--- src/common/tinker_pkg.sv ---
// Shared core definitions; unlisted opcodes (FP, divide) decode as illegal and execute as no-ops
`default_nettype none

package tinker_pkg;

    // ----------------------------------------
    // Widths
    // ----------------------------------------
    typedef logic [63:0] word_t;
    typedef logic [31:0] addr_t;    // Byte address
    typedef logic [31:0] instr_t;
    typedef logic [4:0]  reg_idx_t;
    typedef logic [11:0] literal_t;

    localparam addr_t    reset_pc          = 32'h0000_2000;
    localparam reg_idx_t stack_reg         = 5'd31;
    localparam word_t    stack_reset_value = 64'h0000_0000_0008_0000;
    localparam addr_t    instr_bytes       = 32'd4;   // PC step
    localparam addr_t    word_bytes        = 32'd8;   // One stack slot

    // ----------------------------------------
    // Opcodes
    // ----------------------------------------
    typedef enum logic [4:0] {
        op_and     = 5'h00,
        op_or      = 5'h01,
        op_xor     = 5'h02,
        op_not     = 5'h03,
        op_shftr   = 5'h04,
        op_shftri  = 5'h05,
        op_shftl   = 5'h06,
        op_shftli  = 5'h07,
        op_br      = 5'h08,
        op_brr_reg = 5'h09,
        op_brr_lit = 5'h0a,
        op_brnz    = 5'h0b,
        op_call    = 5'h0c,
        op_return  = 5'h0d,
        op_brgt    = 5'h0e,
        op_halt    = 5'h0f,
        op_load    = 5'h10,
        op_mov_reg = 5'h11,
        op_mov_lit = 5'h12,
        op_store   = 5'h13,
        op_add     = 5'h18,
        op_addi    = 5'h19,
        op_sub     = 5'h1a,
        op_subi    = 5'h1b,
        op_mul     = 5'h1c
    } opcode_t;

    // Sequencer states, one per stage
    typedef enum logic [2:0] {
        st_fetch,
        st_decode,
        st_execute,
        st_memory,
        st_writeback,
        st_halted
    } stage_t;

    // ----------------------------------------
    // Structs
    // ----------------------------------------
    typedef struct packed {
        opcode_t  opcode;
        reg_idx_t rd;
        reg_idx_t rs;
        reg_idx_t rt;         // Holds stack_reg for call and return
        literal_t literal;
        logic     writes_reg; // Result goes to rd in writeback
        logic     is_legal;
    } decoded_t;

    typedef struct packed {
        logic  we;            // Eight-byte big-endian write on the clock edge
        addr_t addr;
        word_t wdata;
    } mem_req_t;

endpackage

`default_nettype wire

--- src/hdl/stage_sequencer.sv ---
// Five-state stepper plus a halted state that only reset leaves; no stall input exists
`timescale 1ns/10ps
`default_nettype none

module stage_sequencer (
    input  wire                   clk,
    input  wire                   reset,
    input  tinker_pkg::decoded_t  decoded,
    output tinker_pkg::stage_t    stage,
    output logic                  hlt
);

    tinker_pkg::stage_t stage_next;

    // Next stage
    always_comb begin
        case (stage)
            tinker_pkg::st_fetch: begin
                stage_next = tinker_pkg::st_decode;
            end
            tinker_pkg::st_decode: begin
                // Halt is seen as soon as the instruction register is decoded
                if (decoded.opcode == tinker_pkg::op_halt) begin
                    stage_next = tinker_pkg::st_halted;
                end else begin
                    stage_next = tinker_pkg::st_execute;
                end
            end
            tinker_pkg::st_execute:   stage_next = tinker_pkg::st_memory;
            tinker_pkg::st_memory:    stage_next = tinker_pkg::st_writeback;
            tinker_pkg::st_writeback: stage_next = tinker_pkg::st_fetch;
            tinker_pkg::st_halted:    stage_next = tinker_pkg::st_halted;  // Sticky
            default:                  stage_next = tinker_pkg::st_fetch;
        endcase
    end

    // ----------------------------------------
    // State and halt flag
    // ----------------------------------------
    always_ff @(posedge clk or posedge reset) begin
        if (reset) begin
            stage <= tinker_pkg::st_fetch;
            hlt   <= 1'b0;
        end else begin
            stage <= stage_next;
            hlt   <= (stage_next == tinker_pkg::st_halted);  // Tracks halted exactly
        end
    end

endmodule

`default_nettype wire

--- config.mk ---
export PLATFORM = sky130hd
export DESIGN_NAME = stage_sequencer
export DESIGN_NICKNAME = d
export VERILOG_FILES = /design/src/common/tinker_pkg.sv /design/src/hdl/stage_sequencer.sv
export SDC_FILE = /design/constraint.sdc
export NUM_CORES = 1
export LEC_CHECK = 0
export BUFFER_PORTS_ARGS = -buffer_cell sky130_fd_sc_hd__buf_2
export CAP_MARGIN = 15
export CORE_AREA = 2 2 39 41
export CTS_CLUSTER_DIAMETER = 60
export DETAILED_ROUTE_END_ITERATION = 12
export DIE_AREA = 0 0 41 43
export GPL_TIMING_DRIVEN = 0
export PLACE_DENSITY = 0.54
export SLEW_MARGIN = 20
export SYNTH_ARGS = -nofsm -noshare
export SYNTH_HDL_FRONTEND = slang
export SYNTH_SLANG_ARGS = --single-unit
--- constraint.sdc ---
create_clock -name clk -period 1.4 [get_ports clk]
set_input_delay 0.07 -clock clk [delete_from_list [all_inputs] [get_ports clk]]
set_output_delay 0.07 -clock clk [all_outputs]
set_load 0.05 [all_outputs]
### Yosys cells after proc, flatten, opt, wreduce, memory -nomap -nowiden

Cells that the tools add are included.
Widths: inputs -> output; s select.

* output and inout port bits: 4
* input port bits: 36
* word-level logic and storage cells: 11
* bits in registers: 4

* equal/unequal tests: 6
* mux-type cells: 2
* reductions and logical operators: 1

Operators by type and width (number)
* $pmux 3 s5: 1
* $eq 3x2->1 const B: 2
* $eq 3x3->1 const B: 2
* $eq 5x4->1 const B: 1
* $eq 3x1->1 const B: 1
* $logic_not 3->1: 1
* $mux 3: 1

### Logic depth before layout (Yosys ltp)

* depth in word-level cells: 4
* depth in mapped cells: 2
* depth with buffers taken out: 2

### Worst setup path before layout

No wires, ideal clock.

* path type: register to register
* from: register stage[1]
* to: register stage[1]
* stages on the path, launching flop included: 3
* library setup time: 126 ps
* clock period less this slack: 1207 ps
* path slack: 193 ps
* data arrival time: 1081 ps
* path buffers: 0
* required time: 1274 ps
* cells stage by stage: dfrtp_1 nor2b_1 o311a_1

* cells in the longest elaborated chain, start to end: 2
* elaborated cells on any way between the ends: 6
* those cells by class: 4 x eq/ne; 1 x mux; 1 x reduce/logical

Ends and longest elaborated chain
* start: declaration: RTL line stage_sequencer.sv:9 `output tinker_pkg::stage_t stage,`
* start signal: assignment: RTL line stage_sequencer.sv:42 `stage <= tinker_pkg::st_fetch;`
* start signal: assignment: RTL line stage_sequencer.sv:45 `stage <= stage_next;`
* $eq 3x3->1 (tied with other cells): RTL line stage_sequencer.sv:17 `case (stage)`
* $pmux 3 s5 *: RTL line stage_sequencer.sv:17
* named net stage_next[1]: RTL line stage_sequencer.sv:13 `tinker_pkg::stage_t stage_next;`

The timed path passes the listed nets; every way through them passes the cells marked *.

### Worst setup path after layout

* from: register stage[0]
* to: output port stage[0]

No word-level cell between the ends.

==> out/qor.txt <==
====================================================================================
Worst setup path class                                                    reg -> out
Die Span X                                                                     41 um
Pin count of the biggest net entering global routing                               9
Fraction of layout cells with a size suffix above 1                            42.4%
Post-Route Skew                                                         0.0000285 ns
Number of antenna violations at the first check in global routing                  0
Crit path launch                                                            stage[0]
CP arrival                                                                   1.01 ns
Global-route usage over all layers                                             6.53%
Sink count of the clock tree                                                       4
Total wire length                                                             404 um
Number of global-route vias before repair                                        183
Termination of the worst setup path                                         stage[0]
Max rail drop VDD                                                           0.118 mV
Floorplan die height                                                           43 um
Fin Setup TNS                                                                   0 ns
Overall die area                                                            1760 um2
Yosys cell types                                                                  12
Growth of design area from synthesis to finish                                 49.1%
Setup-failing EPs final                                                            0
I/O Pins                                                                          40
Wire length of the first global-routing pass                                  676 um
Stage delay of the slowest cell on the critical path                         0.46 ns
Total nets after synthesis                                                        55
Via density per instance                                                        3.90
Number of nets in the layout                                                      71
Proportion of synthesized chip area in sequential cells                        47.9%
Most area-consuming cells after synthesis                               dfrtp_1, nand4bb_1, nand3b_1
TritonCTS clock tree                                                            done
Critical Path Source Type                                                  flip-flop
Slowest cell on the critical path                                            dfrtp_1
Core footprint                                                              1380 um2
Transition at the pin with the smallest max-transition slack                0.240 ns
H-Tree Depth                                                                       1
Residual DRC                                                                       0
Site row count                                                                    14
Pins over their slew limit                                                         0
First drt pass iteration count                                                     2
Class of the tightest hold or removal check                                in -> reg
Path depth of the worst reg2reg path                                               2
Vias                                                                             191
Number of synthesized register bits                                                4
Most common cell after layout, fill and taps aside                             buf_2
Critical Path Sink Type                                                   output pin
Cell area after technology mapping                                           209 um2
Worst-case register-to-register setup slack                                  0.41 ns
Maximum clock frequency                                                    0.930 GHz
RSZ-0062 raised after global routing                                              no
Ant diodes                                                                         0
Worst-path maximum fanout                                                          8
Buffer and inverter count on the worst path                                        1
Clock insertion delay at the later pin of the skew report                    0.23 ns
Cell type group with the largest total delay on the critical path         flip-flops
Slew margin rel.                                                               84.0%
CP Data Required Time                                                        1.33 ns
Remaining antenna violation count after routing                                    0
Clock transition at the registers of the reported paths                      0.03 ns
Most area-hungry cell type in the Yosys netlist                              dfrtp_1
P per Cell Area                                                           877 nW/um2
Most used cells in the layout excluding fill and tap cells              buf_2, dfrtp_1, clkbuf_4
Initial Utilization                                                            15.1%
Result of the run                                                          completed
Non-filler instance count after layout                                            49
Top cell type's share of synthesized area                                      47.9%
Number of fill cells                                                             158
GP Congestion                                                                  0.722
Cell count after synthesis                                                        19
Mean Syn Cell Area                                                          11.0 um2
Number of buffers between clock root and the deepest sink                          2
Maxcap violations                                                                  0
Placed instance count                                                             45
Clock period minus final worst setup slack                                   1.08 ns
Average wire per standard cell                                               8.24 um
Total congestion overflow                                                          0
Startpoint of the lowest-slack register-to-register path                    stage[1]
YS warnings                                                                        0
RR Endpoint                                                                 stage[1]
Post-CTS Resized                                                                   0
Endpoints failing hold                                                             0
Buffer cell driving the clock tree root                                     clkbuf_4
Initial DRC Count                                                                  2
List of cells traversed by the critical path                                   buf_2
Minimum hold slack                                                          0.170 ns
Worst hold path depth                                                              3
Number of buffers inserted for hold repair after clock tree synthesis              1
Total clock buffers created by CTS                                                 3
Total leakage power                                                         0.133 nW
Ratio of final minimum period to clock period                                  76.8%
Crit. path cell count                                                              1
Post-CTS setup repair buffer count                                                 0
Count of buffers from port buffering                                              10
====================================================================================
## layer usage
layer | vias to the layer above | GRT usage, % | share of wire [%]
met3 | 2 | 3.14 | 14
met1 | 77 | 6.45 | 50
li1 | 99 | - | -
met2 | 13 | 7.50 | 31
met5 | - | 0 | 0
met4 | 0 | 10.0 | 4.5
## power by group
group | total, mW | switching [mW] | leakage, nW | internal [mW]
clock network | 0.139 | 0.0433 | 0.0138 | 0.0956
logic | 0.0180 | 0.00747 | 0.0786 | 0.0105
registers | 0.116 | 0 | 0.0402 | 0.116
## synthesized netlist by cell type, drive strengths merged
master   instances
dfrtp            4
inv              2
nand3            1
nand3b           2
nand4bb          2
nor2b            1
o211ai           2
o21ai            1
o311a            1
or2              1
or2b             1
xor2             1
## cell families (layout without fill, tap and decap cells)
family	count (synthesis)	after routing	share of synthesized area, %
AND/OR/NAND/NOR	8	8	29.9
AO/OA/AOI/OAI	4	4	14.4
flip-flops	4	4	47.9
buffers and inverters	2	16	3.59
XOR/XNOR	1	1	4.19
## metrics by stage
step                      total power [mW]  cell area (um2)  setup slack (ns)  util (%)
after floorplan                      0.124              209             0.193         -
after global placement               0.134              279             0.408      20.2
after detailed placement             0.134              279             0.413      20.2
after CTS                            0.281              312             0.315      22.5
after global routing                 0.293              312             0.248      22.5
final                                0.273              312             0.324      22.5
## cell type report
| class | instances | area (um2) | area share [%] |
|---|---|---|---|
| clock buffer | 3 | 22.5 | 7.23 |
| inverter | 2 | 7.51 | 2.41 |
| multi-input combinational | 13 | 101 | 32.5 |
| sequential | 4 | 100 | 32.1 |
| tap | 16 | 20.0 | 6.43 |
| timing repair buffer | 11 | 60.1 | 19.3 |
## registers in the layout, indices dropped and copies added, names as in the netlist
name	count
stage	3
hlt	1
## how the worst min path moves through the flow
stage,startpoint,end,slack [ns]
2_1_floorplan,reset,hlt,-0.16
3_3_place_gp,reset,hlt,-0.05
3_5_place_dp,reset,stage[0],-0.05
4_1_cts,decoded[32],stage[2],0.16
5_1_grt,decoded[32],stage[2],0.17
6_report,decoded[32],stage[2],0.17
Power figures use the tool's default switching activity.
