**config.mk**
```make
export PLATFORM = sky130hd
export DESIGN_NAME = fetch_decode_stage
export DESIGN_NICKNAME = d
export VERILOG_FILES = /design/src/common/tinker_pkg.sv /design/src/hdl/fetch_decode_stage.sv
export SDC_FILE = /design/constraint.sdc
export NUM_CORES = 1
export LEC_CHECK = 0
export BUFFER_PORTS_ARGS = -buffer_cell sky130_fd_sc_hd__buf_4
export CAP_MARGIN = 30
export CORE_MARGIN = 4
export CORE_UTILIZATION = 44
export DETAILED_ROUTE_END_ITERATION = 7
export GPL_ROUTABILITY_DRIVEN = 0
export GPL_TIMING_DRIVEN = 0
export PLACE_DENSITY = 0.84
export SYNTH_ARGS = -nofsm -noshare
export SYNTH_HDL_FRONTEND = slang
export SYNTH_SLANG_ARGS = --single-unit
```
**constraint.sdc**
```tcl
create_clock -name clk -period 2.95 [get_ports clk]
set_input_delay 0.295 -clock clk [delete_from_list [all_inputs] [get_ports clk]]
set_output_delay 0.295 -clock clk [all_outputs]
set_load 0.01 [all_outputs]
```
**src/common/tinker_pkg.sv**
```systemverilog
// Shared core definitions; unlisted opcodes (FP, divide) decode as illegal and execute as no-ops
`default_nettype none

package tinker_pkg;

    // ----------------------------------------
    // Widths
    // ----------------------------------------
    typedef logic [63:0] word_t;
    typedef logic [31:0] addr_t;    // Byte address
    typedef logic [31:0] instr_t;
    typedef logic [4:0]  reg_idx_t;
    typedef logic [11:0] literal_t;

    localparam addr_t    reset_pc          = 32'h0000_2000;
    localparam reg_idx_t stack_reg         = 5'd31;
    localparam word_t    stack_reset_value = 64'h0000_0000_0008_0000;
    localparam addr_t    instr_bytes       = 32'd4;   // PC step
    localparam addr_t    word_bytes        = 32'd8;   // One stack slot

    // ----------------------------------------
    // Opcodes
    // ----------------------------------------
    typedef enum logic [4:0] {
        op_and     = 5'h00,
        op_or      = 5'h01,
        op_xor     = 5'h02,
        op_not     = 5'h03,
        op_shftr   = 5'h04,
        op_shftri  = 5'h05,
        op_shftl   = 5'h06,
        op_shftli  = 5'h07,
        op_br      = 5'h08,
        op_brr_reg = 5'h09,
        op_brr_lit = 5'h0a,
        op_brnz    = 5'h0b,
        op_call    = 5'h0c,
        op_return  = 5'h0d,
        op_brgt    = 5'h0e,
        op_halt    = 5'h0f,
        op_load    = 5'h10,
        op_mov_reg = 5'h11,
        op_mov_lit = 5'h12,
        op_store   = 5'h13,
        op_add     = 5'h18,
        op_addi    = 5'h19,
        op_sub     = 5'h1a,
        op_subi    = 5'h1b,
        op_mul     = 5'h1c
    } opcode_t;

    // Sequencer states, one per stage
    typedef enum logic [2:0] {
        st_fetch,
        st_decode,
        st_execute,
        st_memory,
        st_writeback,
        st_halted
    } stage_t;

    // ----------------------------------------
    // Structs
    // ----------------------------------------
    typedef struct packed {
        opcode_t  opcode;
        reg_idx_t rd;
        reg_idx_t rs;
        reg_idx_t rt;         // Holds stack_reg for call and return
        literal_t literal;
        logic     writes_reg; // Result goes to rd in writeback
        logic     is_legal;
    } decoded_t;

    typedef struct packed {
        logic  we;            // Eight-byte big-endian write on the clock edge
        addr_t addr;
        word_t wdata;
    } mem_req_t;

endpackage

`default_nettype wire

```
**src/hdl/fetch_decode_stage.sv**
```systemverilog
// PC and instruction register; PC moves only at the end of writeback, so it freezes when halted
`timescale 1ns/10ps
`default_nettype none

module fetch_decode_stage (
    input  wire                   clk,
    input  wire                   reset,
    input  tinker_pkg::stage_t    stage,
    input  tinker_pkg::instr_t    fetch_instr,
    input  tinker_pkg::addr_t     next_pc,
    output tinker_pkg::addr_t     pc,
    output tinker_pkg::decoded_t  decoded
);

    tinker_pkg::instr_t ir;

    // ----------------------------------------
    // Program counter
    // ----------------------------------------
    always_ff @(posedge clk or posedge reset) begin
        if (reset) begin
            pc <= tinker_pkg::reset_pc;
        end else if (stage == tinker_pkg::st_writeback) begin
            pc <= next_pc;
        end
    end

    // Instruction register, loaded at the end of fetch
    always_ff @(posedge clk) begin
        if (stage == tinker_pkg::st_fetch) begin
            ir <= fetch_instr;
        end
    end

    // ----------------------------------------
    // Field split and opcode classes
    // ----------------------------------------
    always_comb begin
        decoded.opcode     = tinker_pkg::opcode_t'(ir[31:27]);
        decoded.rd         = ir[26:22];
        decoded.rs         = ir[21:17];
        decoded.rt         = ir[16:12];
        decoded.literal    = ir[11:0];
        decoded.writes_reg = 1'b0;
        decoded.is_legal   = 1'b1;

        case (decoded.opcode)
            tinker_pkg::op_and, tinker_pkg::op_or, tinker_pkg::op_xor,
            tinker_pkg::op_not, tinker_pkg::op_shftr, tinker_pkg::op_shftri,
            tinker_pkg::op_shftl, tinker_pkg::op_shftli, tinker_pkg::op_mov_reg,
            tinker_pkg::op_mov_lit, tinker_pkg::op_load, tinker_pkg::op_add,
            tinker_pkg::op_addi, tinker_pkg::op_sub, tinker_pkg::op_subi,
            tinker_pkg::op_mul: begin
                decoded.writes_reg = 1'b1;
            end
            tinker_pkg::op_call, tinker_pkg::op_return: begin
                // rt is unused by these, so its read port carries the stack pointer
                decoded.rt = tinker_pkg::stack_reg;
            end
            tinker_pkg::op_br, tinker_pkg::op_brr_reg, tinker_pkg::op_brr_lit,
            tinker_pkg::op_brnz, tinker_pkg::op_brgt, tinker_pkg::op_halt,
            tinker_pkg::op_store: begin
                decoded.writes_reg = 1'b0;  // No register result
            end
            default: begin
                decoded.is_legal = 1'b0;    // FP, divide and unused codes
            end
        endcase
    end

endmodule

`default_nettype wire

```
* Yosys cells after proc, flatten, opt, wreduce, memory -nomap -nowiden
Index checks and enable logic that the tools add are counted.
** Operators by class
- Eq/ne operators :: 25
- Muxes and demuxes :: 3
- Reduce and logical (&&, ||, !) cells :: 5
** Operators by type and width (number)
- == test 5 bit (second input constant) :: 9
- == test 5 x 4 -> 1 bit (second input constant) :: 8
- OR reduction 25 bit :: 1
- == test 5 x 3 -> 1 bit (second input constant) :: 4
- OR reduction 16 bit :: 1
- == test 5 x 2 -> 1 bit (second input constant) :: 2
- == test 5 x 1 -> 1 bit (second input constant) :: 1
- logical NOT 5 bit :: 1
- 2-to-1 mux 5 bit :: 1
- == test 3 bit (second input constant) :: 1
- logical NOT 3 bit :: 1
- 2-to-1 mux 1 bit :: 2
- OR reduction 2 bit :: 1
** Word-level totals
- Bits in registers :: 64
- Output and inout bits :: 66

* Logic depth before layout (Yosys ltp)
- Depth after elaboration :: 3
- Mapped depth :: 3
- Gate-level depth less buffers :: 3

* Least setup slack after synthesis
Ideal clock, no wire load.
- Path kind :: input to register
- Start point :: input port stage[1]
- End point :: register ir[0], enable pin
- Library setup time :: 461 ps
- Arrival time :: 2575 ps
- Data required time :: 2489 ps
- Slack :: -86 ps
- Stages :: 1
- Buffers on the path :: 0
- Cell sequence :: nor3_1
** On the way
- Cells in the longest elaborated chain, start to end :: 1
** RTL lines
- from (decl) :: RTL line fetch_decode_stage.sv:8 : input tinker_pkg::stage_t stage,
- logical NOT 3 bit :: RTL line fetch_decode_stage.sv:30 : if (stage == tinker_pkg::st_fetch) begin
- to (signal assigned) :: RTL line fetch_decode_stage.sv:31 : ir <= fetch_instr;
- to (decl) :: RTL line fetch_decode_stage.sv:15 : tinker_pkg::instr_t ir;
No other way between the ends.
A chain may end at the register's enable or synchronous reset.

==> impl_metrics.yaml <==
logic_synthesis:
  synthDistinctLibCells: 15
  syn_inst: 139
  ys.warnings.count: 0
  synth.avg_cell_area_um2: 17.67
  syn_nets: 208
  synth_top_family_by_area: "multiplexers"
  yosys_register_bits: 64
  syn_area_mm2: 0.002456
  yosysSeqAreaShare_pct: 71.78
  synth-compound-area-share_pct: 0.7641
  synthSimpleGateAreaFrac_pct: 2.853
  synthXorXnorAreaFrac_pct: 0
  synth-adder-area-share_pct: 0
  synth.area.mux_share_pct: 14.67
sta:
  period_minus_slack_ns: 1.966
  fin_hold_ws_ns: 0.09574
  finalCritPeriodShare_pct: 66.63
  hold_violations: 0
  tightest_slew_ns: 0.7245
  tns_ns: 0
  fin_skew_ns: 0
  rsz0062_at_grt: "false"
  slew_viol_final: 0
  fmax_mhz: 508.8
  relSlewSlack_pct: 51.65
  setup_viol: 0
cts:
  cts_resized: 0
  cts_max_level: 3
  max-clock-path-buffers: 2
  clock_latency_ns: 0.32
  cts_tree: "built"
  clock-sinks: 64
  numCtsBuffers: 9
  cts_setup_buffers: 0
  cts.root.buffer_cell: "clkbuf_8"
  clk_pin_slew_ns: 0.07
  cts_hold_buffers: 0
worst_setup_path:
  reg2reg_from: "pc[14]$_DFFE_PP0N_"
  path_max_fanout: 5
  cp-end-kind: "output port"
  critical_path_arrival_ns: 1.67
  r2r_end: "pc[14]$_DFFE_PP0N_"
  r2r_slack_ns: 2.17
  rr_worst_depth: 1
  critical_path_class: "reg -> out"
  start_kind: "flip-flop"
  required_ns: 2.65
die:
  core_mm2: 0.005270
  rows: 26
  dieWidth_um: 82.72
  boundaryPins: 135
  start_util_pct: 46.60
  die_area_mm2: 0.006842
  die_h_um: 82.72
route:
  via_per_inst: 4.479
  wl_per_cell_um: 15.30
  wl_mm: 5.524
  vias: 1617
  first_pass_iters: 4
  drc: 0
  initialDrtViolationCount: 67
  ant_nets: 0
job:
  drv_cap: 0
pwr:
  powerDensity_mw_per_mm2: 586.5
  ir_worst_vdd_uv: 494.3
  leakage_nw: 1.747
grt:
  grt_max_degree: 21
  overflow: 0
  antenna_found_initial: 0
  grt_pass1_vias: 1753
  grt_pass1_wl_mm: 8.169
  track_usage_pct: 16.59
layout:
  fin_nets: 355
  area_growth_pct: 54.46
  drive_above_1_share_pct: 73.88
  n_antenna_cell: 0
  final_cells: 361
  nFillCells: 377
status:
  status: "finished, final reports clean"
placed_design:
  dp.cells: 345
  portBuffers: 134
  hpwl_mm: 4.512
min_path:
  hp-class: "in -> async"
-- routing by layer --
metal / vias up / GRT usage, % / wire, µm
met3: 10 / 7.809 / 849
met1: 744 / 17.77 / 1979
met4: 0 / 8.333 / 97
li1: 762 / - / -
met5: - / 0 / 0
met2: 101 / 27.40 / 2599
-- worst max-delay path, cell delays in order, from the launching register on --
cell      delay [ns]
edfxtp_1        0.44
nor4b_1         0.57
or2_2           0.22
buf_4           0.11
-- cells by family (layout without fill, tap and decap cells) --
kind of cell | count (synthesis) | after routing
flip-flops | 64 | 64
multiplexers | 32 | 32
buffers and inverters | 32 | 184
AND/OR/NAND/NOR | 9 | 9
AO/OA/AOI/OAI | 2 | 2
-- worst max-delay path by stage --
| stage | startpoint | slack (ns) | to | cells past startpoint |
|---|---|---|---|---|
| 6_report | ir[31]$_DFFE_PN_ | 0.98 | decoded[17] | 3 |
| 2_1_floorplan | stage[1] | 0.93 | ir[0]$_DFFE_PN_ | 1 |
| 5_1_grt | ir[31]$_DFFE_PN_ | 0.82 | decoded[17] | 3 |
| 3_3_place_gp | stage[1] | 0.35 | ir[8]$_DFFE_PN_ | 2 |
| 4_1_cts | ir[31]$_DFFE_PN_ | 0.93 | decoded[15] | 3 |
| 3_5_place_dp | ir[31]$_DFFE_PN_ | 1.30 | decoded[15] | 3 |
-- area by class of cell --
type	instances	area [µm²]	share of cell area, %
inverters	2	7.507	0.1979
flip-flops and latches	64	1763	46.47
plain buffers	30	236.5	6.234
multi-input cells	43	460.4	12.14
repair buffers	136	1061	27.97
clock inverters	6	50.05	1.319
clock buffers	10	127.6	3.364
well taps	70	87.58	2.309
-- through the flow --
stage,setup slack [ns],instance area (µm²),total power [mW],utilization [%]
floorplan,0.9303,2461,1.289,-
global placement,0.3468,3555,1.542,67.45
detailed placement,1.302,3616,1.572,68.61
CTS,0.9270,3794,2.253,71.98
global route,0.8193,3794,2.341,71.98
finish,0.9844,3794,2.225,71.98
-- layout by cell type (no fill, tap or decap), drive strengths merged --
cell type  netlist  final
buf             30    166
bufinv           0      1
clkbuf           0     10
clkinv           0      5
dfrtp           31     31
dfstp            1      1
edfxtp          32     32
inv              2      2
mux2            32     32
nand4            1      1
nor3             1      1
nor3b            1      1
nor4b            1      1
o211a            1      1
o311ai           1      1
or2              5      5
-- state kept, by name, summed over array words and instances, names as in the netlist --
name,flops
pc,32
ir,32
-- power breakdown --
| part | internal [mW] | switching, mW |
|---|---|---|
| clock network | 0.378 | 0.303 |
| logic | 0.279 | 0.166 |
| registers | 1.05 | 0.0511 |
-- synth_stat cells --
library cell / number / share of area (%)
or2_2: 5 / 1.3
o311ai_0: 1 / 0.36
mux2_2: 30 / 14
inv_1: 2 / 0.31
nand4_1: 1 / 0.25
edfxtp_1: 32 / 39
nor4b_1: 1 / 0.36
dfrtp_1: 31 / 32
nor3_1: 1 / 0.20
o211a_1: 1 / 0.41
dfstp_2: 1 / 1.1
nor3b_4: 1 / 0.76
mux2_1: 2 / 0.92
buf_4: 27 / 8.3
buf_6: 3 / 1.4
Power figures use the tool's default switching activity.
