[src/common/tinker_pkg.sv]
// Shared core definitions; unlisted opcodes (FP, divide) decode as illegal and execute as no-ops
`default_nettype none

package tinker_pkg;

    // ----------------------------------------
    // Widths
    // ----------------------------------------
    typedef logic [63:0] word_t;
    typedef logic [31:0] addr_t;    // Byte address
    typedef logic [31:0] instr_t;
    typedef logic [4:0]  reg_idx_t;
    typedef logic [11:0] literal_t;

    localparam addr_t    reset_pc          = 32'h0000_2000;
    localparam reg_idx_t stack_reg         = 5'd31;
    localparam word_t    stack_reset_value = 64'h0000_0000_0008_0000;
    localparam addr_t    instr_bytes       = 32'd4;   // PC step
    localparam addr_t    word_bytes        = 32'd8;   // One stack slot

    // ----------------------------------------
    // Opcodes
    // ----------------------------------------
    typedef enum logic [4:0] {
        op_and     = 5'h00,
        op_or      = 5'h01,
        op_xor     = 5'h02,
        op_not     = 5'h03,
        op_shftr   = 5'h04,
        op_shftri  = 5'h05,
        op_shftl   = 5'h06,
        op_shftli  = 5'h07,
        op_br      = 5'h08,
        op_brr_reg = 5'h09,
        op_brr_lit = 5'h0a,
        op_brnz    = 5'h0b,
        op_call    = 5'h0c,
        op_return  = 5'h0d,
        op_brgt    = 5'h0e,
        op_halt    = 5'h0f,
        op_load    = 5'h10,
        op_mov_reg = 5'h11,
        op_mov_lit = 5'h12,
        op_store   = 5'h13,
        op_add     = 5'h18,
        op_addi    = 5'h19,
        op_sub     = 5'h1a,
        op_subi    = 5'h1b,
        op_mul     = 5'h1c
    } opcode_t;

    // Sequencer states, one per stage
    typedef enum logic [2:0] {
        st_fetch,
        st_decode,
        st_execute,
        st_memory,
        st_writeback,
        st_halted
    } stage_t;

    // ----------------------------------------
    // Structs
    // ----------------------------------------
    typedef struct packed {
        opcode_t  opcode;
        reg_idx_t rd;
        reg_idx_t rs;
        reg_idx_t rt;         // Holds stack_reg for call and return
        literal_t literal;
        logic     writes_reg; // Result goes to rd in writeback
        logic     is_legal;
    } decoded_t;

    typedef struct packed {
        logic  we;            // Eight-byte big-endian write on the clock edge
        addr_t addr;
        word_t wdata;
    } mem_req_t;

endpackage

`default_nettype wire

[src/hdl/register_file.sv]
// 32 x 64-bit registers; r0 is writable like any other, and reads see the old value until the edge
`timescale 1ns/10ps
`default_nettype none

module register_file (
    input  wire                   clk,
    input  wire                   reset,
    input  logic                  write_en,
    input  tinker_pkg::reg_idx_t  write_idx,
    input  tinker_pkg::word_t     write_data,
    input  tinker_pkg::reg_idx_t  rd_idx,
    input  tinker_pkg::reg_idx_t  rs_idx,
    input  tinker_pkg::reg_idx_t  rt_idx,
    output tinker_pkg::word_t     rd_val,
    output tinker_pkg::word_t     rs_val,
    output tinker_pkg::word_t     rt_val
);

    tinker_pkg::word_t regs [32];

    always_ff @(posedge clk or posedge reset) begin
        if (reset) begin
            for (int i = 0; i < 32; i++) begin
                regs[i] <= '0;
            end
            regs[tinker_pkg::stack_reg] <= tinker_pkg::stack_reset_value;  // Top of stack
        end else if (write_en) begin
            regs[write_idx] <= write_data;
        end
    end

    // Combinational read ports
    assign rd_val = regs[rd_idx];
    assign rs_val = regs[rs_idx];
    assign rt_val = regs[rt_idx];

endmodule

`default_nettype wire

[config.mk]
export PLATFORM = sky130hd
export DESIGN_NAME = register_file
export DESIGN_NICKNAME = d
export VERILOG_FILES = /design/src/common/tinker_pkg.sv /design/src/hdl/register_file.sv
export SDC_FILE = /design/constraint.sdc
export NUM_CORES = 2
export LEC_CHECK = 0
export BUFFER_PORTS_ARGS = -buffer_cell sky130_fd_sc_hd__buf_2
export CORE_MARGIN = 2
export CORE_UTILIZATION = 45
export DETAILED_ROUTE_END_ITERATION = 16
export MAX_ROUTING_LAYER = met4
export SLEW_MARGIN = 20
export SYNTH_ARGS = -nofsm -noshare
export SYNTH_HDL_FRONTEND = slang
export SYNTH_SLANG_ARGS = --single-unit
[constraint.sdc]
create_clock -name clk -period 65 [get_ports clk]
set_input_delay 3.25 -clock clk [delete_from_list [all_inputs] [get_ports clk]]
set_output_delay 3.25 -clock clk [all_outputs]
set_load 0.1 [all_outputs]
---- Word-level counts from Yosys, hierarchy flattened ----
Index checks and enable logic that the tools add are counted.
operators by class
  add/subtract/negate cells ............... 0
  multipliers ............................. 0
  div/mod/pow operators ................... 0
  $lt $le $gt $ge ......................... 5
  eq/ne operators ......................... 0
  shift operators ......................... 0
  multiplexer cells ....................... 12
  bitwise logic cells ..................... 4
  reduce and logical (&&, ||, !) cells .... 1
operator list
  kind                                                        number
  bitwise mux 2048 bit                                        1
  binary-select mux 64 bit (select 5 bit)                     3
  two-way mux 64 bit                                          7
  demux 64 bit (select 5 bit)                                 1
  >= comparator 6 bit, second input constant                  4
  NOT 5 -> 6 bit                                              4
  less-than comparator 6 x 1 -> 1 bit, second input constant  1
  logical AND 1 bit                                           1
storage, ports and cells
  register bits after elaboration ......... 2,048
  latch bits .............................. 0
  RAM bits ................................ 0
  memory bits (read-only) ................. 0
  output and inout bits ................... 192
  memories kept ........................... 0

---- Longest topological paths before layout ----
  word-level depth ........................ 6
  gate-level depth with buffers ........... 9
  mapped depth without buffers ............ 4

---- Worst setup path after synthesis ----
OpenSTA, ideal clock, no wires.
  kind .................................... input-to-output
  start point ............................. input port rd_idx[2]
  end point ............................... output port rd_val[22]
  arrival ................................. 7.200 ns
  path slack .............................. 54.550 ns
  stages .................................. 7
  buffers on the path ..................... 4
  path through ............................ buf_2 -> buf_4 -> buf_2 -> buf_2 -> nand2_1 -> o32ai_1 -> nor4b_1
between the ends
  cells in the longest elaborated chain, start to end .. 4
RTL lines
  element                                                line                 RTL
  start, declared                                        register_file.sv:11  input tinker_pkg::reg_idx_t rd_idx,
  NOT 5 -> 6 bit (implied by the code)                   register_file.sv:33  assign rd_val = regs[rd_idx];
  binary-select mux 64 bit (select 5 bit)                register_file.sv:33
  two-way mux 64 bit (implied by the code) (2 in a row)  register_file.sv:33
  end, declared                                          register_file.sv:14  output tinker_pkg::word_t rd_val,
No other way between the ends. The select of a mux whose other input is x is not followed.

---- Worst setup path in the final report ----
  start point ............................. input port rd_idx[2]
  end point ............................... output port rd_val[40]
The elaborated chain is that of the path after synthesis.

==> load_flow_metrics.sql <==
INSERT INTO impl_metrics (metric_group, metric, value, unit) VALUES
('timing', 'fin_worst_skew', '0', 'ns'),
('critical_path', 'worstSetupPathType', 'in -> out', ''),
('timing', 'sum_of_negative_setup_slack', '0', 'ns'),
('die', 'dieWidth', '531', 'um'),
('detailed_routing', 'first_pass_iters', '7', ''),
('finish', 'utilization', '49.9', '%'),
('clock_tree', 'path_clk_slew', '0.06', 'ns'),
('logic_synthesis', 'yosysWarningCount', '0', ''),
('finish', 'area.growth.synth_to_final', '10.4', '%'),
('detailed_routing', 'drc', '0', ''),
('critical_path', 'endpoint_kind', 'output port', ''),
('run_status', 'status', 'completed', ''),
('clock_tree', 'clock_tree_from_tritoncts', 'yes', ''),
('timing', 'achievable-frequency', '86.2', 'MHz'),
('finish', 'proportion_of_layout_cells_with_a_drive_suffix_above_1', '41.9', '%'),
('logic_synthesis', 'synth_compound_gate_area_share', '6.56', '%'),
('die', 'starting_density', '45.2', '%'),
('logic_synthesis', 'netlist_area', '125000', 'um2'),
('placed_design', 'place_hpwl', '338', 'mm'),
('die', 'die_h', '531', 'um'),
('clock_tree', 'cts_inserted_buffers', '240', ''),
('placed_design', 'finalWeightedCongestion', '0.980', ''),
('clock_tree', 'insertion_delay', '0.95', 'ns'),
('logic_synthesis', 'synth_flop_cell', 'sky130_fd_sc_hd__dfrtp_1', ''),
('timing', 'rsz0062_at_grt', 'false', ''),
('grt', 'maximum_number_of_pins_on_one_net_before_global_route_repair', '166', ''),
('critical_path', 'worstSetupStartpointType', 'input port', ''),
('finish', 'number_of_fill_cells_in_the_layout', '23600', ''),
('detailed_routing', 'detail_route.iter0.violations', '15300', ''),
('logic_synthesis', 'synth.most_common_cell', 'sky130_fd_sc_hd__dfrtp_1', ''),
('critical_path', 'critPathArrivalTime', '8.36', 'ns'),
('die', 'floorplan.rows', '193', ''),
('finish', 'top_regs', 'regs x2048', ''),
('clock_tree', 'ctsRootBufferMaster', 'sky130_fd_sc_hd__clkbuf_16', ''),
('clock_tree', 'clock_sink_count', '2048', ''),
('die', 'floorplan.die_area', '282000', 'um2'),
('critical_path', 'timing.critical_path.cells', 'buf_8 > buf_4 > buf_4 > buf_4 > nor3b_4 > buf_4 > a22oi_1 > nand4_1 > buf_2', ''),
('logic_synthesis', 'syn_avg_cell_area', '13.5', 'um2'),
('critical_path', 'cp.required', '61.75', 'ns'),
('finish', 'finish.net_count', '9155', ''),
('grt', 'first_global_vias', '95500', ''),
('logic_synthesis', 'combinational_family_with_the_most_area_after_synthesis', 'multiplexers', ''),
('timing', 'timing.final.crit_share', '17.9', '%'),
('logic_synthesis', 'largest_cells_by_area_after_synthesis', 'sky130_fd_sc_hd__dfrtp_1 41%, sky130_fd_sc_hd__mux2_2 17%, sky130_fd_sc_hd__mux4_2 16%', ''),
('critical_path', 'critical_path.slowest_cell', 'sky130_fd_sc_hd__buf_4', ''),
('timing', 'worstMarginPinSlew', '1.34', 'ns'),
('logic_synthesis', 'synth.area.mux_share', '44.9', '%'),
('logic_synthesis', 'synth-seq-cells', '2048', ''),
('detailed_routing', 'routed_wire_length_per_instance', '43.6', 'um'),
('detailed_routing', 'routed_vias_inst', '7.46', ''),
('logic_synthesis', 'synth_enable_flop_cells', '0', ''),
('clock_tree', 'cts.repair_timing.setup_buffer_count', '0', ''),
('detailed_routing', 'detail_route.wirelength', '571', 'mm'),
('logic_synthesis', 'synthDominantAreaCellType', 'sky130_fd_sc_hd__dfrtp_1', ''),
('critical_path', 'timing.critical_path.slowest_cell_delay', '0.95', 'ns'),
('job', 'max_cap_violations', '0', ''),
('grt', 'groute.usage.overall', '41.1', '%'),
('power', 'vdd_drop_max', '24.5', 'uV'),
('logic_synthesis', 'synthArstFlopShare', '100', '%'),
('logic_synthesis', 'share_of_synthesized_cell_area_in_and_or_nand_and_nor_gates', '3.71', '%'),
('logic_synthesis', 'synth_top_cells_by_count', '2047 x sky130_fd_sc_hd__dfrtp_1, 1913 x sky130_fd_sc_hd__mux2_2, 1318 x sky130_fd_sc_hd__mux2i_1', ''),
('worst_hold_path', 'hold_class', 'reg -> reg', ''),
('logic_synthesis', 'synth-seq-area-share', '41.0', '%'),
('timing', 'timing_hold_violations_final', '0', ''),
('clock_tree', 'ctsHtreeMaxLevel', '4', ''),
('power', 'cellPowerDensity', '32.1', 'nW/um2'),
('timing', 'max_slew_margin', '10.3', '%'),
('grt', 'grt_pass1_wl', '785', 'mm'),
('timing', 'post-route-min-period', '11.61', 'ns'),
('die', 'core_area', '276000', 'um2'),
('logic_synthesis', 'yosys.area.top_type_share', '41.0', '%');
layer usage:
layer | wire [um] | up-vias | share of wire, % | GRT usage, %
met5 | 0 | - | 0 | -
met4 | 50100 | 0 | 8.8 | 30.8
met3 | 73800 | 2259 | 13 | 14.0
met2 | 242000 | 7816 | 42 | 56.7
met1 | 205000 | 51400 | 36 | 49.6
li1 | - | 36300 | - | -
per-stage QoR:
stage	hold slack (ns)	setup WS [ns]	std cells	total power [uW]	cell area (um2)
finish	0.535	53.39	13100	4430	138000
global route	0.548	53.45	13100	4560	138000
CTS	0.532	53.61	13000	4400	138000
detailed placement	0.518	53.60	12500	2950	129000
global placement	0.504	53.62	12500	2910	129000
floorplan	0.487	3.90	9286	2630	125000
power by group:
part	total (uW)	internal, uW	switching [uW]
clock	1460	867	594
sequential	1800	1530	272
combinational	1170	530	644
total	4430	2920	1510
critical path, delay by kind of cell:
kind	cells	cell delay (ns)
compound gates	1	0.14
buf+inv	6	3.90
simple gates	2	0.71
kinds of logic after synthesis:
family                 after synthesis
and+or+nand+nor                    850
muxes                             4252
buffers and inverters             1014
DFF                               2048
AOI/OAI and AO/OA                 1122
cells in the final DEF (no fill, tap or decap), types with 16 or more instances in the layout:
master and count:
sky130_fd_sc_hd__a22oi_1 894, sky130_fd_sc_hd__mux4_2 878, sky130_fd_sc_hd__dfrtp_1 2047, sky130_fd_sc_hd__clkbuf_1 41
sky130_fd_sc_hd__clkinv_2 42, sky130_fd_sc_hd__clkbuf_8 59, sky130_fd_sc_hd__a32oi_1 23, sky130_fd_sc_hd__nand3_1 318
sky130_fd_sc_hd__mux2_1 143, sky130_fd_sc_hd__clkbuf_16 240, sky130_fd_sc_hd__a22o_1 29, sky130_fd_sc_hd__buf_2 265
sky130_fd_sc_hd__o22ai_1 16, sky130_fd_sc_hd__buf_4 245, sky130_fd_sc_hd__a31oi_1 33, sky130_fd_sc_hd__nand2_4 16
sky130_fd_sc_hd__a21oi_1 104, sky130_fd_sc_hd__nor2b_4 22, sky130_fd_sc_hd__nand4_1 169, sky130_fd_sc_hd__bufinv_16 31
sky130_fd_sc_hd__mux2i_1 1318, sky130_fd_sc_hd__nor2_4 31, sky130_fd_sc_hd__mux2_2 1913, sky130_fd_sc_hd__buf_12 20
sky130_fd_sc_hd__nor2_1 22, sky130_fd_sc_hd__nor2b_1 19, sky130_fd_sc_hd__nand2_1 122, sky130_fd_sc_hd__diode_2 126
worst paths after layout:
check	startpoint	to	slack (ns)	cells past startpoint
worst min-delay path	regs[625]	regs[625]	0.54	1
worst max register to register	regs[2032]	regs[2032]	64.10	1
min in group asynchronous	reset	regs[1372]	2.40	2
worst max-delay path	rd_idx[2]	rd_val[40]	53.39	9
worst min register to register	regs[625]	regs[625]	0.54	1
max in group asynchronous	reset	regs[1865]	58.03	7
cell type report:
| class | count | area (um2) | area share (%) |
|---|---|---|---|
| multi-input cells | 6224 | 69600 | 50.4 |
| flip-flops and latches | 2048 | 51300 | 37.1 |
| clock buffers | 340 | 6970 | 5.05 |
| well taps | 3705 | 4640 | 3.36 |
| repair buffers | 550 | 3910 | 2.83 |
| clock inverters | 100 | 1400 | 1.02 |
| diodes | 126 | 315 | 0.228 |
| inverters | 4 | 22.5 | 0.0163 |
No activity file was read; power rests on OpenSTA's default activity.
